**config.mk**
```make
export PLATFORM = sky130hd
export DESIGN_NAME = stream_pack
export DESIGN_NICKNAME = d
export VERILOG_FILES = /design/src/stream_pack.sv
export SDC_FILE = /design/constraint.sdc
export NUM_CORES = 1
export LEC_CHECK = 0
export ABC_AREA = 1
export BUFFER_PORTS_ARGS = -buffer_cell sky130_fd_sc_hd__buf_2
export CAP_MARGIN = 5
export CORE_MARGIN = 5
export CORE_UTILIZATION = 35
export DETAILED_ROUTE_END_ITERATION = 6
export PLACE_DENSITY_LB_ADDON = 0.25
export SETUP_SLACK_MARGIN = 0.02
export SLEW_MARGIN = 20
export SYNTH_ARGS = -nofsm -noshare
export SYNTH_HDL_FRONTEND = slang
export SYNTH_SLANG_ARGS = --single-unit
```
**constraint.sdc**
```tcl
create_clock -name clk -period 2.48 [get_ports clk]
set_input_delay 0.372 -clock clk [delete_from_list [all_inputs] [get_ports clk]]
set_output_delay 0.372 -clock clk [all_outputs]
set_load 0.01 [all_outputs]
```
**src/stream_pack.sv**
```systemverilog
`timescale 1ns/1ps

module stream_pack #(
  parameter type wide_t   = logic [63:0],
  parameter type narrow_t = logic [31:0]
) (
  input  logic    clk,
  input  logic    rst,
  input  narrow_t in_data,
  input  logic    in_valid,
  input  logic    in_last,
  output logic    in_ready,
  output wide_t   out_data,
  output logic    out_valid,
  output logic    out_last,
  input  logic    out_ready
);

  localparam int NW    = $bits(narrow_t);
  localparam int RATIO = $bits(wide_t) / NW;
  localparam int CNT_W = $clog2(RATIO);

  logic [$bits(wide_t)-1:0] fill;
  logic [$bits(wide_t)-1:0] fill_next;
  logic [CNT_W-1:0]         cnt;
  logic                     in_fire;
  logic                     done;

  assign in_ready = ~out_valid | out_ready;
  assign in_fire  = in_valid & in_ready;
  assign done     = in_fire & (cnt == CNT_W'(RATIO - 1));

  // First piece lands in the low bits
  always_comb begin
    fill_next                = fill;
    fill_next[cnt*NW +: NW]  = in_data;
  end

  always_ff @(posedge clk) begin
    if (rst) begin
      out_valid <= 1'b0;
      out_last  <= 1'b0;
      cnt       <= '0;
    end else begin
      if (done) begin
        out_valid <= 1'b1;
        out_last  <= in_last;
      end else if (out_ready) begin
        out_valid <= 1'b0;
        out_last  <= 1'b0;
      end
      if (in_fire) begin
        cnt <= done ? '0 : cnt + 1'b1;
      end
    end
  end

  always_ff @(posedge clk) begin
    if (in_fire) begin
      fill <= fill_next;
    end
    if (done) begin
      out_data <= wide_t'(fill_next);
    end
  end

endmodule

```
==> impl_metrics.py <==
metrics = {
    "detailed_routing": {
        "avgViaCountPerCell": 4.39,
        "ant_nets": 0,
        "drt-pass1-iter-count": 4,
        "drc": 0,
        "drt_iter0_drc": 224,
        "drt_wl_total_mm": 9.33,
        "wire_per_inst_microns": 14.7,
        "vias": 2783,
    },
    "timing": {
        "setup_viol": 0,
        "final.setup_skew_ns": 0.00626,
        "hold_violations": 0,
        "setup_tns_ns": 0,
        "worstMarginPinSlew_ns": 0.744,
        "fmax_mhz": 628,
        "setup_ws_ns": 0.888,
        "final_max_slew_viol_count": 0,
        "relSlewSlack": 0.504,
        "grt_setup_unrepaired": "false",
        "fin_crit_sh": 0.642,
        "period_needed_ns": 1.59,
    },
    "final_layout": {
        "regArea_sq_um": 3910,
        "final_common_cell": "edfxtp_1",
        "mostFrequentLayoutCells": "128 x edfxtp_1, 103 x buf_2, 84 x nand2_1",
        "drive_gt1_frac": 0.341,
        "num-fill-cells": 1293,
        "antenna-diode-count": 0,
        "nets": 478,
        "syn_to_final_growth_pct": 25.6,
        "multi_input_area_sq_um": 694,
    },
    "place": {
        "dp_hpwl_mm": 5.69,
        "globalplace.congestion": 0.764,
        "pre_cts_ws_ns": 0.692,
        "portBuffers": 103,
    },
    "clocking": {
        "cts_buffers": 17,
        "cts.path.max_buffers": 2,
        "cts_tree": "yes",
        "clkTransAtPathRegs_ns": 0.05,
        "numClockSinks": 131,
        "h-tree-depth": 4,
        "clockRootBuffer": "clkbuf_16",
        "postCtsSetupBuffers": 0,
        "clk_latency_ns": 0.41,
        "hold_buffers": 0,
        "cts_resized": 0,
    },
    "synthesis": {
        "ys_ff_latch": 131,
        "synth_fp_nets": 365,
        "syn_inst": 328,
        "ys_warn_count": 0,
        "synth_cell_types": 13,
        "seq_area_frac_synth": 0.801,
        "netlist_area_sq_um": 4870,
        "syn_area_per_cell_sq_um": 14.9,
    },
    "floorplanning": {
        "start_util": 0.354,
        "fp.dieH_microns": 128,
        "row_count": 43,
        "die-area_sq_um": 16400,
        "die_w_microns": 128,
        "core_sq_um": 13800,
        "pin_count": 104,
    },
    "global_routing": {
        "grt_pass1_vias": 2889,
        "grt_overflow": 0,
        "grt_max_degree": 65,
        "gr-usage-all-layers": 0.120,
        "grt_pass1_wl_mm": 14.9,
        "antenna_found_initial": 0,
    },
    "setup_path": {
        "critPathCaptureType": "register",
        "critPathRequiredTime_ns": 2.59,
        "rr_endpoint": "out_data[10]$_DFFE_PP_",
        "r2r_cells": 4,
        "reg2reg_from": "out_valid$_SDFFE_PP0P_",
        "critical_path_class": "reg -> reg",
        "crit_start": "out_valid$_SDFFE_PP0P_",
        "cp_max_fo": 25,
        "crit_arrival_ns": 1.70,
        "worst-r2r-setup-slack_ns": 0.89,
        "worstSetupStartpointType": "register",
    },
    "min_path": {
        "holdPathStages": 4,
        "hold_end": "out_valid$_SDFFE_PP0P_",
        "worstHoldStart": "rst",
        "hp-class": "in -> reg",
    },
    "pwr": {
        "p_leak_nw": 2.47,
        "p_per_area_nw_per_um2": 887,
        "peakVddDrop_v": 0.000374,
    },
    "job": {
        "maxCapViolations": 0,
    },
    "run_status": {
        "status": "completed",
    },
}
==> Yosys cell counts (all sizes together) <==
| master | count | area [sq um] |
|---|---|---|
| nand4 | 1 | 6.26 |
| o21ai | 58 | 343 |
| nand3 | 1 | 17.5 |
| nor2 | 1 | 3.75 |
| inv | 37 | 139 |
| a21oi | 1 | 8.76 |
| clkbuf | 3 | 11.3 |
| edfxtp | 128 | 3840 |
| nand2 | 84 | 315 |
| buf | 11 | 124 |
| dfxtp | 3 | 60.1 |
==> critical path, stage by stage, from the launching register on <==
cell	delay [ns]
dfxtp_1	0.31
nand2_1	0.19
nand3_4	0.11
inv_2	0.41
buf_12	0.26
==> layer usage <==
metal | part of all wire | track usage | vias up | routed length (microns)
met2 | 0.47 | 0.185 | 71 | 4360
met5 | 0 | 0 | - | 0
met4 | 0.020 | 0.0599 | 0 | 189
met1 | 0.45 | 0.150 | 1322 | 4180
met3 | 0.064 | 0.0446 | 17 | 597
li1 | - | - | 1373 | -
==> cell type report <==
type,count,share of cell area
Clock buffer,19,0.0708
Clock inverter,13,0.0192
Inverter,37,0.0227
Multi-Input combinational cell,146,0.114
Sequential cell,131,0.638
Tap cell,180,0.0368
Timing Repair Buffer,108,0.0986
==> stage by stage <==
stage	power, mW	hold WS [ns]	std cells	utilization	instance area (sq um)
global route	5.67	0.209	634	0.444	6120
detailed placement	3.15	0.530	602	0.404	5570
CTS	5.50	0.198	634	0.444	6120
floorplan	3.00	0.504	328	-	4870
global placement	3.13	0.516	602	0.404	5570
finish	5.43	0.224	634	0.444	6120
==> worst max-delay path by stage <==
stage	endpoint	slack, ns	cells after the start
floorplan	fill[0]$_DFFE_PP_	0.07	4
global placement	out_data[9]$_DFFE_PP_	0.72	6
detailed placement	out_data[5]$_DFFE_PP_	0.69	6
CTS	out_data[10]$_DFFE_PP_	0.87	4
global route	out_data[10]$_DFFE_PP_	0.80	4
finish	out_data[10]$_DFFE_PP_	0.89	4
==> cell families after synthesis <==
logic type | share of synthesized area
compound gates | 0.0722
buf+inv | 0.0562
flops | 0.801
simple gates | 0.0704
==> report_power, final <==
part	internal, mW	switching, mW
registers	2.65	0.0424
clock network	1.46	0.877
logic	0.131	0.265
==> flip-flops by register name, summed over array words and instances, names as in the netlist <==
signal	count
out_last	1
fill	64
out_data	64
out_valid	1
cnt	1
Power figures use the tool's default switching activity.
