===== src/sa_consts.svh =====
`ifndef SA_CONSTS_SVH
`define SA_CONSTS_SVH

// Array geometry
`define SA_R 4
`define SA_C 4

// Element widths
`define SA_WX 8
`define SA_WK 8
`define SA_WY 32
`define SA_WA 32

// One memory beat
`define MEM_WIDTH 64

`endif


===== src/sa_pkg.sv =====
`include "sa_consts.svh"

package sa_pkg;

  // Scalar elements
  typedef logic signed [`SA_WX-1:0] x_t;
  typedef logic signed [`SA_WK-1:0] k_t;
  typedef logic signed [`SA_WY-1:0] acc_t;
  typedef logic signed [`SA_WA-1:0] psum_t;

  // Element 0 sits in the low bits
  typedef x_t [`SA_R-1:0] x_vec_t;
  typedef k_t [`SA_C-1:0] k_vec_t;

  // One drained column of results, and its matching partial sums
  typedef acc_t  [`SA_R-1:0] col_t;
  typedef psum_t [`SA_R-1:0] psum_col_t;

endpackage


===== src/psum_add.sv =====
`timescale 1ns/1ps

module psum_add (
  input  logic              clk,
  input  logic              rst,
  input  sa_pkg::col_t      arr_data,
  input  logic              arr_valid,
  input  logic              arr_last,
  output logic              arr_ready,
  input  sa_pkg::psum_col_t psum_data,
  input  logic              psum_valid,
  input  logic              psum_last,
  output logic              psum_ready,
  output sa_pkg::col_t      out_data,
  output logic              out_valid,
  output logic              out_last,
  input  logic              out_ready
);
  import sa_pkg::*;

  localparam int ROWS = $size(col_t);

  logic space;
  logic load;

  // Output register free now or emptied this cycle
  assign space      = ~out_valid | out_ready;
  assign arr_ready  = space & psum_valid;
  assign psum_ready = space & arr_valid;
  assign load       = space & arr_valid & psum_valid;

  always_ff @(posedge clk) begin
    if (rst) begin
      out_valid <= 1'b0;
      out_last  <= 1'b0;
    end else if (load) begin
      out_valid <= 1'b1;
      out_last  <= arr_last & psum_last;
    end else if (out_ready) begin
      out_valid <= 1'b0;
      out_last  <= 1'b0;
    end
  end

  // Two's complement sums wrap at the result width
  always_ff @(posedge clk) begin
    if (load) begin
      for (int r = 0; r < ROWS; r++) begin
        out_data[r] <= arr_data[r] + acc_t'(psum_data[r]);
      end
    end
  end

endmodule


===== config.mk =====
export PLATFORM = sky130hd
export DESIGN_NAME = psum_add
export DESIGN_NICKNAME = d
export VERILOG_FILES = /design/src/sa_pkg.sv /design/src/psum_add.sv
export VERILOG_INCLUDE_DIRS = /design/src
export SDC_FILE = /design/constraint.sdc
export NUM_CORES = 1
export LEC_CHECK = 0
export BUFFER_PORTS_ARGS = -buffer_cell sky130_fd_sc_hd__buf_2
export CAP_MARGIN = 20
export CORE_MARGIN = 3
export CORE_UTILIZATION = 35
export CTS_BUF_LIST = sky130_fd_sc_hd__clkbuf_4
export DETAILED_ROUTE_END_ITERATION = 16
export SLEW_MARGIN = 40
export SYNTH_ARGS = -nofsm -noshare
export SYNTH_HDL_FRONTEND = slang
export SYNTH_SLANG_ARGS = --single-unit

===== constraint.sdc =====
create_clock -name clk -period 3.3 [get_ports clk]
set_input_delay 0.33 -clock clk [delete_from_list [all_inputs] [get_ports clk]]
set_output_delay 0.33 -clock clk [all_outputs]
set_load 0.03 [all_outputs]

==> impl.org, run 1 <==
** Setup path
- Sequence of cells on the critical path :: dlygate4sd3_1, buf_2, ha_1, fa_1, a211oi_1, o21ai_1, and2_1, a31oi_1, a21oi_1, a41oi_1, o41ai_1, xor2_1
- Critical path depth :: 12
- STA classifies the critical path startpoint as an input pin.
- The worst setup path is of the in2reg kind.
- STA puts the critical path data required time at 3.59 ns.
- Highest fanout seen on the critical path :: 3
- Number of cells traversed by the worst register-to-register path :: 8
- For this run, the slowest stage of the critical path takes 0.53 ns.
- Endpoint type of the worst setup path :: flip-flop
- The slowest stage of the critical path belongs to the cell sky130_fd_sc_hd__dlygate4sd3_1.
- In this run the register-to-register setup slack is 1.31 ns.
- For the worst setup path, the data arrival time is 3.36 ns.
- Grouping stages by cell kind, the critical path spends the most delay in compound AO/OA/AOI/OAI gates.
- Number of buffers and inverters on the critical path :: 2

** Yosys
- Top post-synthesis cells by area :: sky130_fd_sc_hd__edfxtp_1 38%, sky130_fd_sc_hd__ha_1 15%, sky130_fd_sc_hd__xnor2_1 7.0%
- In this run, synthesis produced a sequential element count of 130.
- Warnings from Yosys :: 0
- A synthesized cell averages 10.2 µm².
- After synthesis, the share of flip-flops with an asynchronous set or reset is 0%.
- Counting flops with a built-in enable in the synthesized netlist gives 128.
- Adder and majority gate portion of the synthesized area :: 16.1%
- When the netlist entered floorplanning its net count stood at 1381.
- Summing the areas of all compound-gate instances in the mapped netlist gives 23.3% of the synthesized area.
- Sequential-to-total area share from yosys stat :: 38.3%
- Synthesized instance count :: 990
- Synthesis instantiated 69 different standard cells from the library.
- Area of the mapped netlist :: 10100 µm²
- Multiplexer cells account for 0% of the synthesized area.
- Synth area leader :: sky130_fd_sc_hd__edfxtp_1
- Area fraction of the dominant cell type after synthesis :: 37.9%
- Area fraction in and, or, nand and nor cells after synthesis :: 10.2%
- After synthesis, the largest family of logic cells by area is compound AO/OA/AOI/OAI gates.
- Xor and xnor fraction of the mapped netlist area :: 10.2%
- Top flip-flop cell by instance count after synthesis :: sky130_fd_sc_hd__edfxtp_1

** Detailed routing
- Drt initial violations :: 468
- In this run the remaining antenna-violating nets after routing total 0.
- In the final routed layout, each cell accounts on average for 17.0 µm.
- After detailed routing, the number of remaining DRC violations is 0.
- The first TritonRoute pass finished after 5 iterations.
- Routed via count :: 9326
- Mean number of vias per cell :: 5.20
- For this block, the routed nets add up to 30400 µm of wire.

** Clock network
- Master cell of the clock root buffer :: sky130_fd_sc_hd__clkbuf_4
- Number of buffers created by CTS :: 17
- Clock Latency Late Sink :: 0.54 ns
- After clock tree synthesis, the repair step resized 0 gates.
- CTS saw 130 sinks.
- Once the clock tree was built, the setup fixing pass inserted 0 buffers.
- Clock transition at the registers of the reported paths :: 0.14 ns
- CTS max path bufs :: 2
- Clock tree from TritonCTS :: done
- Deepest level of the CTS H-tree :: 4

** Timing
- Setup TNS after final layout :: 0 ns
- Final worst-path cycle share :: 93.0%
- Worst max-slew margin expressed relative to the limit :: 68.1%
- The number of max-slew violations in the final report is 0.
- Final setup vio count :: 0
- RSZ-0062 raised after global routing :: false
- Clk_skew :: 0.0228 ns
- Least-Margin Pin Slew :: 0.475 ns
- Post-route minimum period :: 3.07 ns
- Maximum frequency from static timing analysis :: 0.326 GHz
- The count of endpoints failing hold in the final timing report was 0.

** Floorplanning
- Overall die area :: 31000 µm²
- I/O pin cnt :: 395
- For this configuration, the core starts out at a cell density of 36.0%.
- The floorplan step set the die height to 176 µm.
- The die is 176 µm wide.
- Core area :: 28200 µm²
- Placement row count :: 61

** Power
- In this run the power density over the cells is 404 nW/µm².
- The analysis attributes to cell leakage a power of 5.83 nW.
- Peak supply drop :: 0.164 mV

** Worst hold path
- Type of the tightest min-delay check :: in2reg
- Number of stages on the worst hold path :: 2

** Cells and area
- Share of layout cells above drive strength 1 :: 32.0%
- In the layout the commonest cells are 394 x sky130_fd_sc_hd__buf_2, 128 x sky130_fd_sc_hd__edfxtp_1, 124 x sky130_fd_sc_hd__ha_1, 111 x sky130_fd_sc_hd__a21oi_1, 81 x sky130_fd_sc_hd__xnor2_1.
- Post-synthesis to final-layout area growth :: 27.4%
- Core utilization of the finished layout :: 45.8%
- The library cell used most frequently in the layout, excluding fill and tap cells, is sky130_fd_sc_hd__buf_2.
- The net count of the finished layout is 1783.
- The finished cells cover 12900 µm².

** Global route
- The total overflow left after global routing is 0.
- GRT Util Overall :: 18.5%
- Largest net degree at the start of global routing :: 74
- The via count of the first global-routing pass came to 8909.
- Global-route wire length before repair :: 46000 µm
- The initial antenna violation count came to 15.

** Job
- Across the run, the number of max-cap violations was 0.

** Status
- Result of the run :: complete, no violations

** Placed design
- Final weighted congestion in routability-driven placement :: 0.897
- Area after detailed placement :: 12600 µm²
- Input and output buffers added on the ports amount to 394.
- The HPWL after detailed placement is 24700 µm.
power breakdown:
part           total (mW)  switching (mW)  internal (mW)
logic                1.96            1.17          0.790
clock network        1.18           0.716          0.468
registers            2.08          0.0354           2.04
worst reg2reg max path, delay by kind of cell, from the launching register on:
family                 cells  cell delay, ns
and+or+nand+nor            4            0.49
AOI/OAI and AO/OA          1            0.14
buffers and inverters      3            1.00
DFF                        1            0.34
registers in the layout, summed over array words and instances (netlist names):
signal	count
out_last	1
out_valid	1
out_data	128
cells in the mapped netlist, drive strengths merged, types with 16 or more instances:
library cell	instances
inv	31
nor3	16
o21ai	53
o21bai	17
nand4	17
nor2	48
xor2	37
a21oi	113
o21a	17
ha	124
xnor2	81
nand3	22
nand2	54
a21o	58
edfxtp	128
cell families (layout without fill, tap and decap cells):
family | Yosys count | count (layout)
adder cells (fa/ha/maj) | 128 | 128
buffers and inverters | 49 | 464
AND/OR/NAND/NOR | 209 | 209
AO/OA/AOI/OAI | 356 | 356
other | 0 | 9
flip-flops | 130 | 130
XOR/XNOR | 118 | 118
layer usage:
metal / wire length, µm / global-route usage, %
met1: 12700 / 22.9
met2: 14700 / 31.4
met3: 2370 / 5.01
met4: 524 / 5.94
met5: 83 / 0
worst paths after layout:
path / end / start
max: out_data[30] / psum_data[0]
min: out_data[96] / psum_data[96]
max reg2reg: out_last / out_valid
min reg2reg: out_valid / out_valid
through the flow:
stage	std cells	worst slack (ns)	power [mW]	hold WS, ns
2_1_floorplan	990	0.0476	3.49	0.392
3_3_place_gp	1747	0.235	4.05	0.493
3_5_place_dp	1747	0.173	4.07	0.507
4_1_cts	1783	0.299	5.30	0.00855
5_1_grt	1792	0.156	5.56	0.0102
6_report	1792	0.230	5.22	0.0970
what timing repair did:
item | CTS | global route
hold endpoints to repair | 3 | 0
endpoints found under the setup margin | 0 | 0
hold buffers | 4 | 0
area by class of cell:
class / count / area, µm²
clock buffer: 18 / 135
timing repair buffer: 401 / 2060
fill: 2767 / 15300
clock inverter: 14 / 155
inverter: 31 / 120
multi-input combinational: 811 / 6060
tap: 378 / 473
sequential: 130 / 3880
antenna: 9 / 22.5
Note: power is estimated with default switching activity, not from simulation.
==> run 2: changes to the inputs <==
- ABC_AREA: not set -> 1
- CORE_UTILIZATION: 35 -> 30
- SLEW_MARGIN: 40 -> 20
==> run 2 against run 1 <==
Against the previous run:
- sequential share of layout area shrank 7.1 points
- fmax is 32% higher
- wire length grew 43%
- first-iteration DRC count increased by 63%
- global-route usage up 0.19 points
- combinational power grew 21%
- synthesized cell count increased by 110%
- register-to-register slack worse by 0.34 ns
- clock-buffer cell count shrank 1
- cell count is 77% higher
- clock power is 19% higher
- critical path type is now reg2reg
- largest cell class unchanged
- largest power group is now combinational logic
- highest routed layer is now met4
==> impl.org, run 2 <==
** Yosys
- A synthesized cell averages 6.28 µm².
- Top post-synthesis cells by area :: sky130_fd_sc_hd__edfxtp_1 29%, sky130_fd_sc_hd__nand2_1 26%, sky130_fd_sc_hd__inv_1 13%
- Of all flip-flops after synthesis, the portion carrying an async set or reset was 0%.
- Yosys reg bits :: 130
- The most common cell in the synthesized netlist is sky130_fd_sc_hd__nand2_1.
- During synthesis, Yosys emitted a total of 0 warnings.
- Synthesis handed over a netlist of 2108 instances.
- Post-synth EDFFs :: 128
- The synthesized design spends more area on one cell type than any other, namely sky130_fd_sc_hd__edfxtp_1.
- Synthesized Nets :: 2499
- In the synthesized netlist the dominant register cell turns out to be sky130_fd_sc_hd__edfxtp_1.
- Of the post-synthesis cell area, the dominant cell type holds 29.0%.
- Synth unique cells :: 19
- For this run, the register share of the synthesized area comes to 29.3%.
- Area of the mapped netlist :: 13200 µm²
- Most common library cells after synthesis :: 906 x sky130_fd_sc_hd__nand2_1, 453 x sky130_fd_sc_hd__inv_1, 154 x sky130_fd_sc_hd__nor2_1

** Floorplanning
- The initial utilization of the core area, before any placement, comes to 30.6%.
- Die Height :: 216 µm
- Overall die area :: 46700 µm²
- The core region is 43400 µm².
- The initialized floorplan defines 76 standard-cell rows.
- Chip width :: 216 µm
- For this design the top-level I/O count stands at 395.

** Detailed routing
- The final layout contains routed wiring with a total length of 43600 µm.
- Routed via count :: 14200
- Mean number of vias per cell :: 4.48
- In this run the remaining antenna-violating nets after routing total 0.
- The first detailed-routing pass ran for 5 iterations.
- For this block, wires on met1 add up to 19700 µm.
- After detailed routing, the average wire length per cell comes to 13.7 µm.
- Met3 wire length :: 2640 µm
- Final routed DRC violation total :: 0
- After detailed routing, no signal wire sits above met4.
- Met2 Routed Length :: 20500 µm
- Drt initial violations :: 763

** Cells and area
- Final non-filler cell total :: 3177
- Max FFs per register :: 128
- More flip-flops sit in one register than any other, and that register is out_data.
- After filler insertion, the fill cell instance count of the layout stands at 4722.
- Top library cells by usage in the layout, fill and taps aside :: 906 x sky130_fd_sc_hd__nand2_1, 452 x sky130_fd_sc_hd__inv_1, 394 x sky130_fd_sc_hd__buf_2, 154 x sky130_fd_sc_hd__nor2_1, 128 x sky130_fd_sc_hd__edfxtp_1
- The library cell used most frequently in the layout, excluding fill and tap cells, is sky130_fd_sc_hd__nand2_1.
- Share of layout cells above drive strength 1 :: 18.2%
- The final layout contains 2968 nets.
- Once layout is complete, the utilization of the core stands at 38.9%.
- Largest registers in the final layout :: out_data: 128 flops, out_last: 1 flops, out_valid: 1 flops
- Compared with the post-synthesis result, the final layout area differs by 27.4%.
- After routing the design area is 16900 µm².

** Setup path
- On the worst path, the slowest cell contributes a delay of 0.66 ns.
- In this design, the critical path's most frequently occurring cell is sky130_fd_sc_hd__nand2_1.
- Highest fanout seen on the critical path :: 36
- Category of the worst setup path launch point :: flip-flop
- Start-to-end type of the worst setup path :: reg2reg
- The worst setup path is captured at a flip-flop.
- Slowest cell on crit path :: sky130_fd_sc_hd__clkinvlp_4
- The critical path goes through nand2_1, inv_1, nor2_1, nand2_1, clkinvlp_4, nand3_1, a21oi_1, dlygate4sd3_1.
- Data on the critical path arrives at its endpoint at 2.94 ns.
- STA puts the critical path data required time at 3.91 ns.

** Power
- Static Leak :: 10.1 nW
- Across the VDD grid, the largest voltage drop is 0.242 mV.
- Summing internal, switching and leakage power gives 5.85 mW.
- Dividing total power by cell area gives a power density of 347 nW/µm².

** Clock network
- CTS placed an instance of sky130_fd_sc_hd__clkbuf_4 at the clock tree root.
- Number of buffers created by CTS :: 17
- Counting along the longest clock path gives a buffer depth of 2.
- TritonCTS built the clock tree.
- Clock transition at the registers of the reported paths :: 0.14 ns
- CTS built an H-tree with a depth of 4.
- CTS saw 130 sinks.
- Number of post-CTS setup repair buffers :: 0
- Clock Latency Late Sink :: 0.73 ns
- Resize count post-CTS :: 0

** Timing
- Final hold analysis gives a worst-case slack of 0.138 ns.
- Setup violations remaining at the end of the flow were counted as 0.
- Maximum frequency from static timing analysis :: 0.429 GHz
- Final critical-path setup slack :: 0.971 ns
- Worst max-slew margin expressed relative to the limit :: 46.4%
- Final worst-path cycle share :: 70.6%
- Clk_skew :: 0.0236 ns
- At the pin with the least slew margin, the transition time is 0.802 ns.
- RSZ-0062 raised after global routing :: false
- Summed over all failing endpoints, the final setup total negative slack is 0 ns.
- The count of endpoints failing hold in the final timing report was 0.
- Counting I/O delays and the setup requirement, the final critical path takes 2.33 ns.
- The number of max-slew violations in the final report was 0.

** Worst hold path
- Type of the tightest min-delay check :: in2reg

** Placed design
- Final weighted congestion in routability-driven placement :: 0.958
- DPL Wire Length :: 36800 µm
- Worst-case setup slack after placement :: 0.997 ns
- Area after detailed placement :: 16000 µm²
- Count of input and output buffers :: 394
- Including well taps, the total number of placed cells is 3089.

** Global route
- Global-route wire length before repair :: 69700 µm
- Vias in the first global route :: 13900
- Largest net degree at the start of global routing :: 53
- Across every metal layer, demand over resource in global routing totals 18.7%.
- The initial antenna violation count is 3.
- After global routing the overflow that remains totals 0.

** Status
- Result of the run :: complete, no violations

** Job
- Max-capacitance violation count :: 0
run 2: changes by cell type in the layout (fill, tap and decap cells not counted), sizes merged, moves of 32 or more:
| cell | before | now |
|---|---|---|
| a21o | 58 | 4 |
| nand3 | 22 | 106 |
| nand2 | 54 | 938 |
| inv | 34 | 454 |
| nor2 | 48 | 158 |
| xnor2 | 81 | 4 |
| a21oi | 113 | 81 |
| dlygate4sd3 | 4 | 54 |
| o21ai | 53 | 0 |
run 2: final cells by class:
class | count | area [µm²] | area share, %
Tap cell | 585 | 732 | 4.34
Clock inverter | 14 | 213 | 1.26
Clock buffer | 17 | 128 | 0.756
Inverter | 454 | 1710 | 10.1
Timing Repair Buffer | 450 | 2550 | 15.1
Multi-Input combinational cell | 1524 | 7660 | 45.4
Antenna cell | 3 | 7.51 | 0.0445
Sequential cell | 130 | 3880 | 23.0
run 2: critical path, delay by kind of cell, from the launching register on:
family	cells	cell delay (ns)
buffers and inverters	3	1.29
flip-flops	1	0.35
AND/OR/NAND/NOR	4	0.50
AO/OA/AOI/OAI	1	0.09
run 2: cells by family after synthesis:
| family | after synthesis | synth area share (%) |
|---|---|---|
| AND/OR/NAND/NOR | 1238 | 37.5 |
| AO/OA/AOI/OAI | 94 | 3.80 |
| XOR/XNOR | 64 | 4.23 |
| flip-flops | 130 | 29.3 |
| adder cells (fa/ha/maj) | 128 | 12.3 |
| buffers and inverters | 454 | 12.9 |
run 2: power breakdown:
part / total [mW] / switching [mW] / leakage (nW) / internal (mW)
Combinational: 2.38 / 1.55 / 8.71 / 0.829
Sequential: 2.07 / 0.0423 / 1.22 / 2.03
Clock: 1.41 / 0.738 / 0.182 / 0.671
Total: 5.85 / 2.33 / 10.1 / 3.53
run 2: per-layer routing:
| layer | global-route usage (%) | vias to the layer above |
|---|---|---|
| li1 | - | 7373 |
| met2 | 31.4 | 381 |
| met4 | 5.52 | 0 |
| met1 | 24.1 | 6433 |
| met3 | 4.22 | 39 |
| met5 | 0 | - |
run 2: final timing paths:
check            startpoint             to  slack [ns]  depth (start not counted)
max               out_valid       out_last        0.97                          8
min          psum_data[101]  out_data[101]        0.14                          3
max reg2reg       out_valid       out_last        0.97                          8
min reg2reg       out_valid      out_valid        0.63                          4
run 2: what timing repair did:
action,4_1_cts,5_1_grt
setup endpoints to repair,0,0
hold buffers,54,0
hold endpoints to repair,35,0
