## config.mk

```make
export PLATFORM = sky130hd
export DESIGN_NAME = stream_unpack
export DESIGN_NICKNAME = d
export VERILOG_FILES = /design/src/stream_unpack.sv
export SDC_FILE = /design/constraint.sdc
export NUM_CORES = 1
export LEC_CHECK = 0
export ABC_AREA = 1
export BUFFER_PORTS_ARGS = -buffer_cell sky130_fd_sc_hd__buf_4
export CAP_MARGIN = 40
export CORE_MARGIN = 2
export CORE_UTILIZATION = 42
export CTS_BUF_LIST = sky130_fd_sc_hd__clkbuf_16
export CTS_CLUSTER_SIZE = 28
export DETAILED_ROUTE_END_ITERATION = 8
export GPL_TIMING_DRIVEN = 0
export PLACE_DENSITY = 0.74
export SYNTH_ARGS = -nofsm -noshare
export SYNTH_HDL_FRONTEND = slang
export SYNTH_SLANG_ARGS = --single-unit
export TNS_END_PERCENT = 50
```

## constraint.sdc

```tcl
create_clock -name clk -period 3.75 [get_ports clk]
set_input_delay 0.375 -clock clk [delete_from_list [all_inputs] [get_ports clk]]
set_output_delay 0.375 -clock clk [all_outputs]
set_load 0.02 [all_outputs]
```

## src/stream_unpack.sv

```systemverilog
`timescale 1ns/1ps

module stream_unpack #(
  parameter type wide_t   = logic [63:0],
  parameter type narrow_t = logic [31:0]
) (
  input  logic    clk,
  input  logic    rst,
  input  wide_t   in_data,
  input  logic    in_valid,
  input  logic    in_last,
  output logic    in_ready,
  output narrow_t out_data,
  output logic    out_valid,
  output logic    out_last,
  input  logic    out_ready
);

  localparam int NW    = $bits(narrow_t);
  localparam int RATIO = $bits(wide_t) / NW;
  localparam int CNT_W = $clog2(RATIO);

  logic [$bits(wide_t)-1:0] hold;
  logic                     hold_last;
  logic [CNT_W-1:0]         cnt;
  logic                     last_piece;
  logic                     in_fire;

  assign last_piece = (cnt == CNT_W'(RATIO - 1));
  assign in_ready   = ~out_valid | (out_ready & last_piece);
  assign in_fire    = in_valid & in_ready;

  // Low piece goes out first
  assign out_data = narrow_t'(hold[cnt*NW +: NW]);
  assign out_last = hold_last & last_piece;

  always_ff @(posedge clk) begin
    if (rst) begin
      out_valid <= 1'b0;
      hold_last <= 1'b0;
      cnt       <= '0;
    end else if (in_fire) begin
      out_valid <= 1'b1;
      hold_last <= in_last;
      cnt       <= '0;
    end else if (out_valid & out_ready) begin
      out_valid <= ~last_piece;
      cnt       <= last_piece ? '0 : cnt + 1'b1;
    end
  end

  always_ff @(posedge clk) begin
    if (in_fire) begin
      hold <= in_data;
    end
  end

endmodule

```

==> flow_metrics.env, run 1 <==
export IMPL_outcome="finished, final reports clean"
export IMPL_worst_ir_drop_vdd_mv=0.278
export IMPL_synth_nets=258
export IMPL_postCtsSetupBuffers=0
export IMPL_core_um2=5820
export IMPL_rows=28
export IMPL_cts_num_sinks=67
export IMPL_layout_commonest_cell="buf_4"
export IMPL_tns_ns=0
export IMPL_use_met3_pct=6.44
export IMPL_slowest_stage="dfxtp_1"
export IMPL_timing_slew_headroom_pct=58.2
export IMPL_design_area_um2=3730
export IMPL_crit_path_cell_trace="buf_6, inv_2, buf_6, nand2_1, nand2_1, buf_4"
export IMPL_p_leak_nw=1.67
export IMPL_tightest_slew_ns=0.626
export IMPL_seq_power_share_pct=45.2
export IMPL_cp_max_fo=10
export IMPL_hold_viol=0
export IMPL_cts_hold_buffers=0
export IMPL_grt_pass1_vias=1638
export IMPL_grt_busiest_layer="met2"
export IMPL_crit_arrival_ns=1.31
export IMPL_seqCellArea_um2=1980
export IMPL_portBuffers=103
export IMPL_min_path_cells=2
export IMPL_path_delay_family="buffers and inverters"
export IMPL_fin_total_pwr_mw=1.96
export IMPL_final_cells=385
export IMPL_wl_per_cell_um=12.6
export IMPL_layout_nets=374
export IMPL_cp_required_ns=3.38
export IMPL_r2r_cells=4
export IMPL_dr_first_iter_drc_count=90
export IMPL_slew_viol_final=0
export IMPL_final_cell_mix="buf_4 (103), nand2_1 (100), edfxtp_1 (64)"
export IMPL_viasPerCell=4.46
export IMPL_antenna_found_initial=0
export IMPL_dp_final_hpwl_mm=3.45
export IMPL_intPower_mw=1.55
export IMPL_placed_area_um2=3420
export IMPL_fmax_mhz=595
export IMPL_grt_pass1_wl_mm=7.48
export IMPL_max_cap_violations=0
export IMPL_rr_endpoint="hold[6]"
export IMPL_initial_utilization_pct=42.7
export IMPL_h_tree_depth=3
export IMPL_power_density_nw_per_um2=525
export IMPL_power_switching_uw=402
export IMPL_ys_types=11
export IMPL_p_clk_share_pct=43.6
export IMPL_firstDrtPassIters=4
export IMPL_crit_type="register to output port"
export IMPL_die_y_um=80.9
export IMPL_yosys_warnings=0
export IMPL_comb_power_share_pct=11.2
export IMPL_min_to="out_valid"
export IMPL_die_w_um=80.9
export IMPL_gr_usage_met2_pct=26.4
export IMPL_p_sw_share_pct=20.6
export IMPL_io_pins=104
export IMPL_critical_path_max_stage_delay_ns=0.30
export IMPL_clk_latency_ns=0.32
export IMPL_reg2reg_from="cnt"
export IMPL_multi_input_area_um2=437
export IMPL_place_gp_congestion=0.657
export IMPL_final_layout_size_suffix_gt1_share_pct=41.6
export IMPL_hp_class="input port to register"
export IMPL_final_antenna_net_count=0
export IMPL_cp_buffers_inverters=4
export IMPL_drc=0
export IMPL_setup_viol=0
export IMPL_antenna_cells=0
export IMPL_dp_cells=369
export IMPL_num_vias=1718
export IMPL_synth_area_per_cell_um2=13.2
export IMPL_end_kind="output port"
export IMPL_period_needed_ns=1.68
export IMPL_synth_cells=189
export IMPL_root_buffer="clkbuf_16"
export IMPL_ys_ff_latch=67
export IMPL_ctsResizeCount=0
export IMPL_period_share_pct=44.8
export IMPL_path_clk_slew_ns=0.05
export IMPL_rsz0062_at_grt="false"
export IMPL_overflow=0
export IMPL_cts_tree="yes"
export IMPL_clock_path_buffers=2
export IMPL_seq_area_frac_synth_pct=79.7
export IMPL_cts_inserted_buffers=9
export IMPL_grt_total_usage_pct=16.2
export IMPL_use_met1_pct=17.7
export IMPL_clock_skew_ns=0.00327
export IMPL_die_area_um2=6550
export IMPL_grt_max_degree=28
export IMPL_hold_slack_ns=0.223
export IMPL_rrSetupSlack_ns=2.14
export IMPL_syn_cell_area_um2=2490
export IMPL_hold_start="rst"
export IMPL_nFillCells=469
export IMPL_syn_to_final_growth_pct=50.0
export IMPL_startpoint_type="register"
export IMPL_routed_wl_mm=4.84
[synthesized netlist by cell type]
| library cell | n | area share, % |
|---|---|---|
| nand2_1 | 100 | 15 |
| edfxtp_1 | 64 | 77 |
| buf_6 | 4 | 1.8 |
| inv_1 | 4 | 0.60 |
| a21oi_1 | 3 | 0.60 |
| buf_2 | 3 | 0.60 |
| dfxtp_1 | 3 | 2.4 |
| nand3_1 | 3 | 0.60 |
| nand2_2 | 2 | 0.50 |
| nor2_1 | 2 | 0.30 |
| inv_2 | 1 | 0.15 |
[power by group through the flow]
stage | Clock (mW) | Sequential [mW] | Combinational, mW
2_1_floorplan | 0 | 0.900 | 0.0943
3_3_place_gp | 0 | 0.901 | 0.207
3_5_place_dp | 0 | 0.899 | 0.222
4_1_cts | 0.871 | 0.884 | 0.223
5_1_grt | 0.907 | 0.888 | 0.238
6_report | 0.852 | 0.884 | 0.219
[registers in the layout (all words and copies together) (netlist names)]
name	count
cnt	1
hold	64
hold_last	1
out_valid	1
[worst register-to-register path, delay by kind of cell, from the launching register on]
family | cells | cell delay (ns)
flops | 1 | 0.32
buf+inv | 2 | 0.39
simple gates | 1 | 0.08
compound gates | 1 | 0.52
[final cells by class]
type                       count  area share (%)
buffer                         7            1.61
clock buffer                   9            6.04
clock inverter                 7            2.25
inverter                       5           0.503
multi-input combinational    110            11.7
sequential                    67            53.2
tap                           75            2.52
timing repair buffer         105            22.2
[cell families (layout without fill, tap and decap cells)]
| logic type | after synthesis | in the layout | synth area share (%) |
|---|---|---|---|
| flops | 67 | 67 | 79.7 |
| buf+inv | 12 | 133 | 3.17 |
| simple gates | 107 | 107 | 16.5 |
| compound gates | 3 | 3 | 0.604 |
[how the worst max path moves through the flow]
stage                          from          end  slack (ns)  cells past startpoint
after floorplan                 cnt      hold[0]        0.94                      3
after global placement    out_ready     hold[32]        0.27                      3
after global routing            cnt  out_data[2]        1.93                      5
after CTS                       cnt  out_data[6]        2.03                      5
final                           cnt  out_data[6]        2.07                      6
after detailed placement  out_ready      hold[1]        2.10                      4
[through the flow]
stage / util [%] / setup slack (ns)
2_1_floorplan: - / 0.937
3_3_place_gp: 57.7 / 0.274
3_5_place_dp: 58.8 / 2.10
4_1_cts: 64.1 / 2.03
5_1_grt: 64.1 / 1.93
6_report: 64.1 / 2.07
[per-layer routing]
layer | part of all wire, % | routed length (um)
met5 | 0 | 0
met4 | 2.8 | 135
met2 | 51 | 2470
met3 | 7.9 | 382
met1 | 38 | 1860
Power figures use the tool's default switching activity.
==> inputs of run 2 (changes only) <==
--- a/config.mk
+++ b/config.mk
@@ -9,12 +9,12 @@
 export BUFFER_PORTS_ARGS = -buffer_cell sky130_fd_sc_hd__buf_4
 export CAP_MARGIN = 40
 export CORE_MARGIN = 2
-export CORE_UTILIZATION = 42
+export CORE_UTILIZATION = 47
 export CTS_BUF_LIST = sky130_fd_sc_hd__clkbuf_16
 export CTS_CLUSTER_SIZE = 28
 export DETAILED_ROUTE_END_ITERATION = 8
 export GPL_TIMING_DRIVEN = 0
-export PLACE_DENSITY = 0.74
+export PLACE_DENSITY = 0.79
 export SYNTH_ARGS = -nofsm -noshare
 export SYNTH_HDL_FRONTEND = slang
 export SYNTH_SLANG_ARGS = --single-unit
==> constraint.sdc (replaced) <==
create_clock -name clk -period 1.6 [get_ports clk]
set_input_delay 0.16 -clock clk [delete_from_list [all_inputs] [get_ports clk]]
set_output_delay 0.16 -clock clk [all_outputs]
set_load 0.02 [all_outputs]
==> flow_metrics.env, run 2 (synthesis results as in run 1) <==
export IMPL_dp_slack_ns=-0.145
export IMPL_syn_to_final_growth_pct=48.1
export IMPL_hp_class="input port to register"
export IMPL_power_density_nw_per_um2=1140
export IMPL_cp_required_ns=1.44
export IMPL_antenna_cells=0
export IMPL_viasPerCell=4.49
export IMPL_cts_num_sinks=67
export IMPL_dr_first_iter_drc_count=56
export IMPL_drc=0
export IMPL_core_um2=5110
export IMPL_clock_skew_ns=0.00388
export IMPL_die_y_um=76.7
export IMPL_cp_max_fo=10
export IMPL_rsz0062_at_grt="false"
export IMPL_grt_pass1_vias=1746
export IMPL_num_vias=1717
export IMPL_final_antenna_net_count=0
export IMPL_firstDrtPassIters=4
export IMPL_overflow=0
export IMPL_crit_type="register to output port"
export IMPL_antenna_found_initial=0
export IMPL_setup_viol=0
export IMPL_clk_latency_ns=0.32
export IMPL_wl_per_cell_um=13.1
export IMPL_grt_pass1_wl_mm=7.89
export IMPL_hold_viol=0
export IMPL_fmax_mhz=683
export IMPL_place_gp_congestion=0.762
export IMPL_grt_total_usage_pct=17.9
export IMPL_max_cap_violations=0
export IMPL_final_cell_mix="buf_4 (104), nand2_1 (100), edfxtp_1 (64)"
export IMPL_period_needed_ns=1.46
export IMPL_path_clk_slew_ns=0.05
export IMPL_ctsResizeCount=0
export IMPL_tns_ns=0
export IMPL_worst_ir_drop_vdd_mv=0.945
export IMPL_die_area_um2=5890
export IMPL_dp_final_hpwl_mm=3.57
export IMPL_layout_commonest_cell="buf_4"
export IMPL_die_w_um=76.7
export IMPL_outcome="finished, final reports clean"
export IMPL_rows=26
export IMPL_cts_tree="yes"
export IMPL_slew_viol_final=0
export IMPL_portBuffers=103
export IMPL_clock_path_buffers=2
export IMPL_largest_register="hold"
export IMPL_routed_wl_mm=4.99
export IMPL_slowest_stage="dfxtp_2"
export IMPL_crit_path_cell_trace="buf_6, inv_2, buf_6, nand2_1, nand2_1, buf_4"
export IMPL_grt_max_degree=27
export IMPL_largest_register_ffs=64
export IMPL_setup_slack_ns=0.137
export IMPL_end_kind="output port"
export IMPL_startpoint_type="register"
export IMPL_hold_slack_ns=0.0121
export IMPL_crit_arrival_ns=1.30
export IMPL_io_pins=104
export IMPL_critical_path_max_stage_delay_ns=0.31
export IMPL_layout_nets=376
export IMPL_final_layout_size_suffix_gt1_share_pct=40.7
export IMPL_timing_slew_headroom_pct=83.4
export IMPL_period_share_pct=91.4
export IMPL_p_leak_nw=1.69
export IMPL_root_buffer="clkbuf_16"
export IMPL_cts_inserted_buffers=9
export IMPL_initial_utilization_pct=48.7
export IMPL_tightest_slew_ns=0.248
export IMPL_h_tree_depth=3
==> run 2: worst max-delay path, delay by kind of cell (launching register included) <==
family	cells	cell delay, ns
and+or+nand+nor	2	0.13
DFF	1	0.31
buffers and inverters	4	0.55
==> run 2: report_power, final <==
group	internal [mW]	switching [mW]
combinational	0.256	0.261
clock	1.00	0.616
sequential	2.05	0.0279
total	3.31	0.905
==> run 2: final timing paths <==
kind	startpoint	end	slack, ns	cells past startpoint
worst max-delay path	cnt	out_data[13]	0.14	6
worst min-delay path	in_data[47]	hold[47]	0.01	1
worst max register to register	cnt	hold[46]	0.22	5
worst min register to register	hold_last	hold_last	0.49	2
==> run 2: stage by stage <==
| stage | util [%] | cell area [um^2] | total power [mW] | cells |
|---|---|---|---|---|
| floorplan | - | 2500 | 2.33 | 189 |
| global placement | 65.9 | 3360 | 2.59 | 362 |
| detailed placement | 66.8 | 3410 | 2.63 | 364 |
| CTS | 72.1 | 3680 | 4.26 | 382 |
| global route | 72.1 | 3680 | 4.38 | 382 |
| finish | 72.1 | 3680 | 4.21 | 382 |
==> run 2: cell type report <==
class                           count  area (um^2)
Multi-Input combinational cell    110          442
Inverter                            5         18.8
Tap cell                           70         87.6
Timing Repair Buffer              107          838
Clock inverter                      7         26.3
Clock buffer                        9          225
Buffer                              7         60.1
Fill cell                         353         1430
Sequential cell                    67         1980
==> run 2: repair_timing <==
| item | CTS | global route |
|---|---|---|
| endpoints found under the setup margin | 25 | 0 |
| setup buffers | 1 | 0 |
| endpoints found under the hold margin | 1 | 0 |
| hold buffers | 1 | 0 |
==> run 2: layer usage <==
layer / global-route usage, % / share of wire, %
met1: 19.1 / 38
met4: 11.5 / 2.8
met2: 31.8 / 55
met3: 4.12 / 4.7
met5: 0 / 0
==> inputs of run 3 (changes only) <==
--- a/config.mk
+++ b/config.mk
@@ -8,7 +8,7 @@
 export ABC_AREA = 1
 export BUFFER_PORTS_ARGS = -buffer_cell sky130_fd_sc_hd__buf_4
 export CAP_MARGIN = 40
-export CORE_MARGIN = 2
+export CORE_ASPECT_RATIO = 0.5
 export CORE_UTILIZATION = 47
 export CTS_BUF_LIST = sky130_fd_sc_hd__clkbuf_16
 export CTS_CLUSTER_SIZE = 28
==> flow_metrics.env, run 3 (synthesis results as in run 1) <==
export IMPL_outcome="finished, final reports clean"
export IMPL_worst_ir_drop_vdd_mv=0.880
export IMPL_power_density_nw_per_um2=1150
export IMPL_root_buffer="clkbuf_16"
export IMPL_cts_num_sinks=67
export IMPL_crit_type="register to register"
export IMPL_rrSetupSlack_ns=0.12
export IMPL_period_share_pct=92.5
export IMPL_drc=0
export IMPL_hp_class="input port to register"
export IMPL_antenna_found_initial=0
export IMPL_die_w_um=105
export IMPL_hold_viol=0
export IMPL_place_gp_congestion=0.699
export IMPL_largest_register_ffs=64
export IMPL_final_layout_size_suffix_gt1_share_pct=41.6
export IMPL_layout_commonest_cell="buf_4"
export IMPL_rows=18
export IMPL_reg2reg_from="cnt"
export IMPL_largest_register="hold"
export IMPL_power_switching_uw=907
export IMPL_die_y_um=53.4
export IMPL_fmax_mhz=676
export IMPL_p_clk_share_pct=38.4
export IMPL_max_cap_violations=0
export IMPL_tns_ns=0
export IMPL_crit_arrival_ns=1.49
export IMPL_setup_viol=0
export IMPL_rsz0062_at_grt="false"
export IMPL_end_kind="register"
export IMPL_min_path_cells=1
export IMPL_antenna_cells=0
export IMPL_cts_inserted_buffers=9
export IMPL_comb_power_share_pct=12.4
export IMPL_final_antenna_net_count=0
export IMPL_setup_slack_ns=0.120
export IMPL_highest_layer="met4"
export IMPL_seq_power_share_pct=49.2
export IMPL_dr_first_iter_drc_count=50
export IMPL_grt_pass1_vias=1766
export IMPL_tightest_slew_ns=0.439
export IMPL_cp_max_fo=30
export IMPL_layout_nets=375
export IMPL_firstDrtPassIters=4
export IMPL_hold_slack_ns=0.0214
export IMPL_wl_met3_um=224
export IMPL_clock_path_buffers=2
export IMPL_grt_pass1_wl_mm=7.70
export IMPL_startpoint_type="register"
export IMPL_viasPerCell=4.60
export IMPL_clock_skew_ns=0.00322
export IMPL_clk_latency_ns=0.31
export IMPL_portBuffers=103
export IMPL_wl_met2_mm=2.97
export IMPL_dp_final_hpwl_mm=3.71
export IMPL_timing_slew_headroom_pct=70.7
export IMPL_core_um2=5000
export IMPL_cts_tree="yes"
export IMPL_wl_per_cell_um=13.7
export IMPL_grt_total_usage_pct=19.4
export IMPL_overflow=0
export IMPL_fin_total_pwr_mw=4.22
export IMPL_p_sw_share_pct=21.5
export IMPL_syn_to_final_growth_pct=47.8
export IMPL_wl_met1_mm=1.81
export IMPL_dp_slack_ns=0.125
export IMPL_utilization_pct=73.5
export IMPL_num_vias=1749
export IMPL_period_needed_ns=1.48
export IMPL_die_area_um2=5600
export IMPL_h_tree_depth=3
export IMPL_hold_start="in_data[44]"
export IMPL_cp_required_ns=1.61
export IMPL_r2r_cells=4
export IMPL_rr_endpoint="hold[39]"
export IMPL_grt_max_degree=31
export IMPL_intPower_mw=3.31
export IMPL_path_clk_slew_ns=0.05
export IMPL_routed_wl_mm=5.21
export IMPL_min_to="hold[44]"
export IMPL_initial_utilization_pct=49.7
export IMPL_p_leak_nw=1.67
export IMPL_io_pins=104
export IMPL_final_cell_mix="buf_4 (103), nand2_1 (100), edfxtp_1 (64)"
export IMPL_slew_viol_final=0
[run 3: cell types whose count changed in the layout (fill, tap and decap cells not counted), sizes merged]
| cell | previous run | this run |
|---|---|---|
| buf | 113 | 112 |
| inv | 12 | 7 |
| clkinv | 0 | 4 |
[run 3: power groups by stage]
| stage | combinational [mW] | sequential (mW) | clock (mW) |
|---|---|---|---|
| CTS | 0.525 | 2.08 | 1.65 |
| finish | 0.521 | 2.08 | 1.62 |
| detailed placement | 0.521 | 2.11 | 0 |
| floorplan | 0.223 | 2.11 | 0 |
| global placement | 0.484 | 2.11 | 0 |
| global route | 0.561 | 2.08 | 1.72 |
[run 3: final cells by class]
cell class | count | area, um^2
plain buffers | 7 | 60.1
clock buffers | 9 | 225
clock inverters | 6 | 26.3
fillers | 330 | 1330
inverters | 5 | 18.8
multi-input cells | 110 | 442
flip-flops and latches | 67 | 1980
well taps | 70 | 87.6
repair buffers | 106 | 831
[run 3: worst max-delay path, cell delays in order (launching register included)]
cell,delay [ns]
dfxtp_2,0.32
buf_6,0.13
nand2_4,0.07
a21oi_4,0.39
buf_12,0.26
[run 3: metal layers]
layer | global-route usage, % | vias up
met1 | 18.0 | 809
met3 | 5.79 | 16
met5 | 0 | -
met4 | 12.7 | 0
met2 | 38.6 | 59
li1 | - | 865
[run 3: through the flow]
stage	cells	instance area [um^2]
2_1_floorplan	189	2500
3_3_place_gp	362	3360
3_5_place_dp	364	3410
4_1_cts	380	3670
5_1_grt	380	3670
6_report	380	3670
[run 3: worst max-delay path by stage]
| stage | cells after the start | from | endpoint |
|---|---|---|---|
| after detailed placement | 4 | cnt | hold[2] |
| after CTS | 5 | cnt | out_data[30] |
| final | 4 | cnt | hold[39] |
| after floorplan | 3 | cnt | hold[0] |
| after global routing | 5 | cnt | out_data[29] |
| after global placement | 3 | cnt | hold[22] |
[run 3: what timing repair did]
item	in CTS	in global routing
buffers inserted	0	0
hold endpoints to repair	1	0
hold buffers	1	0
gates resized for setup	0	0
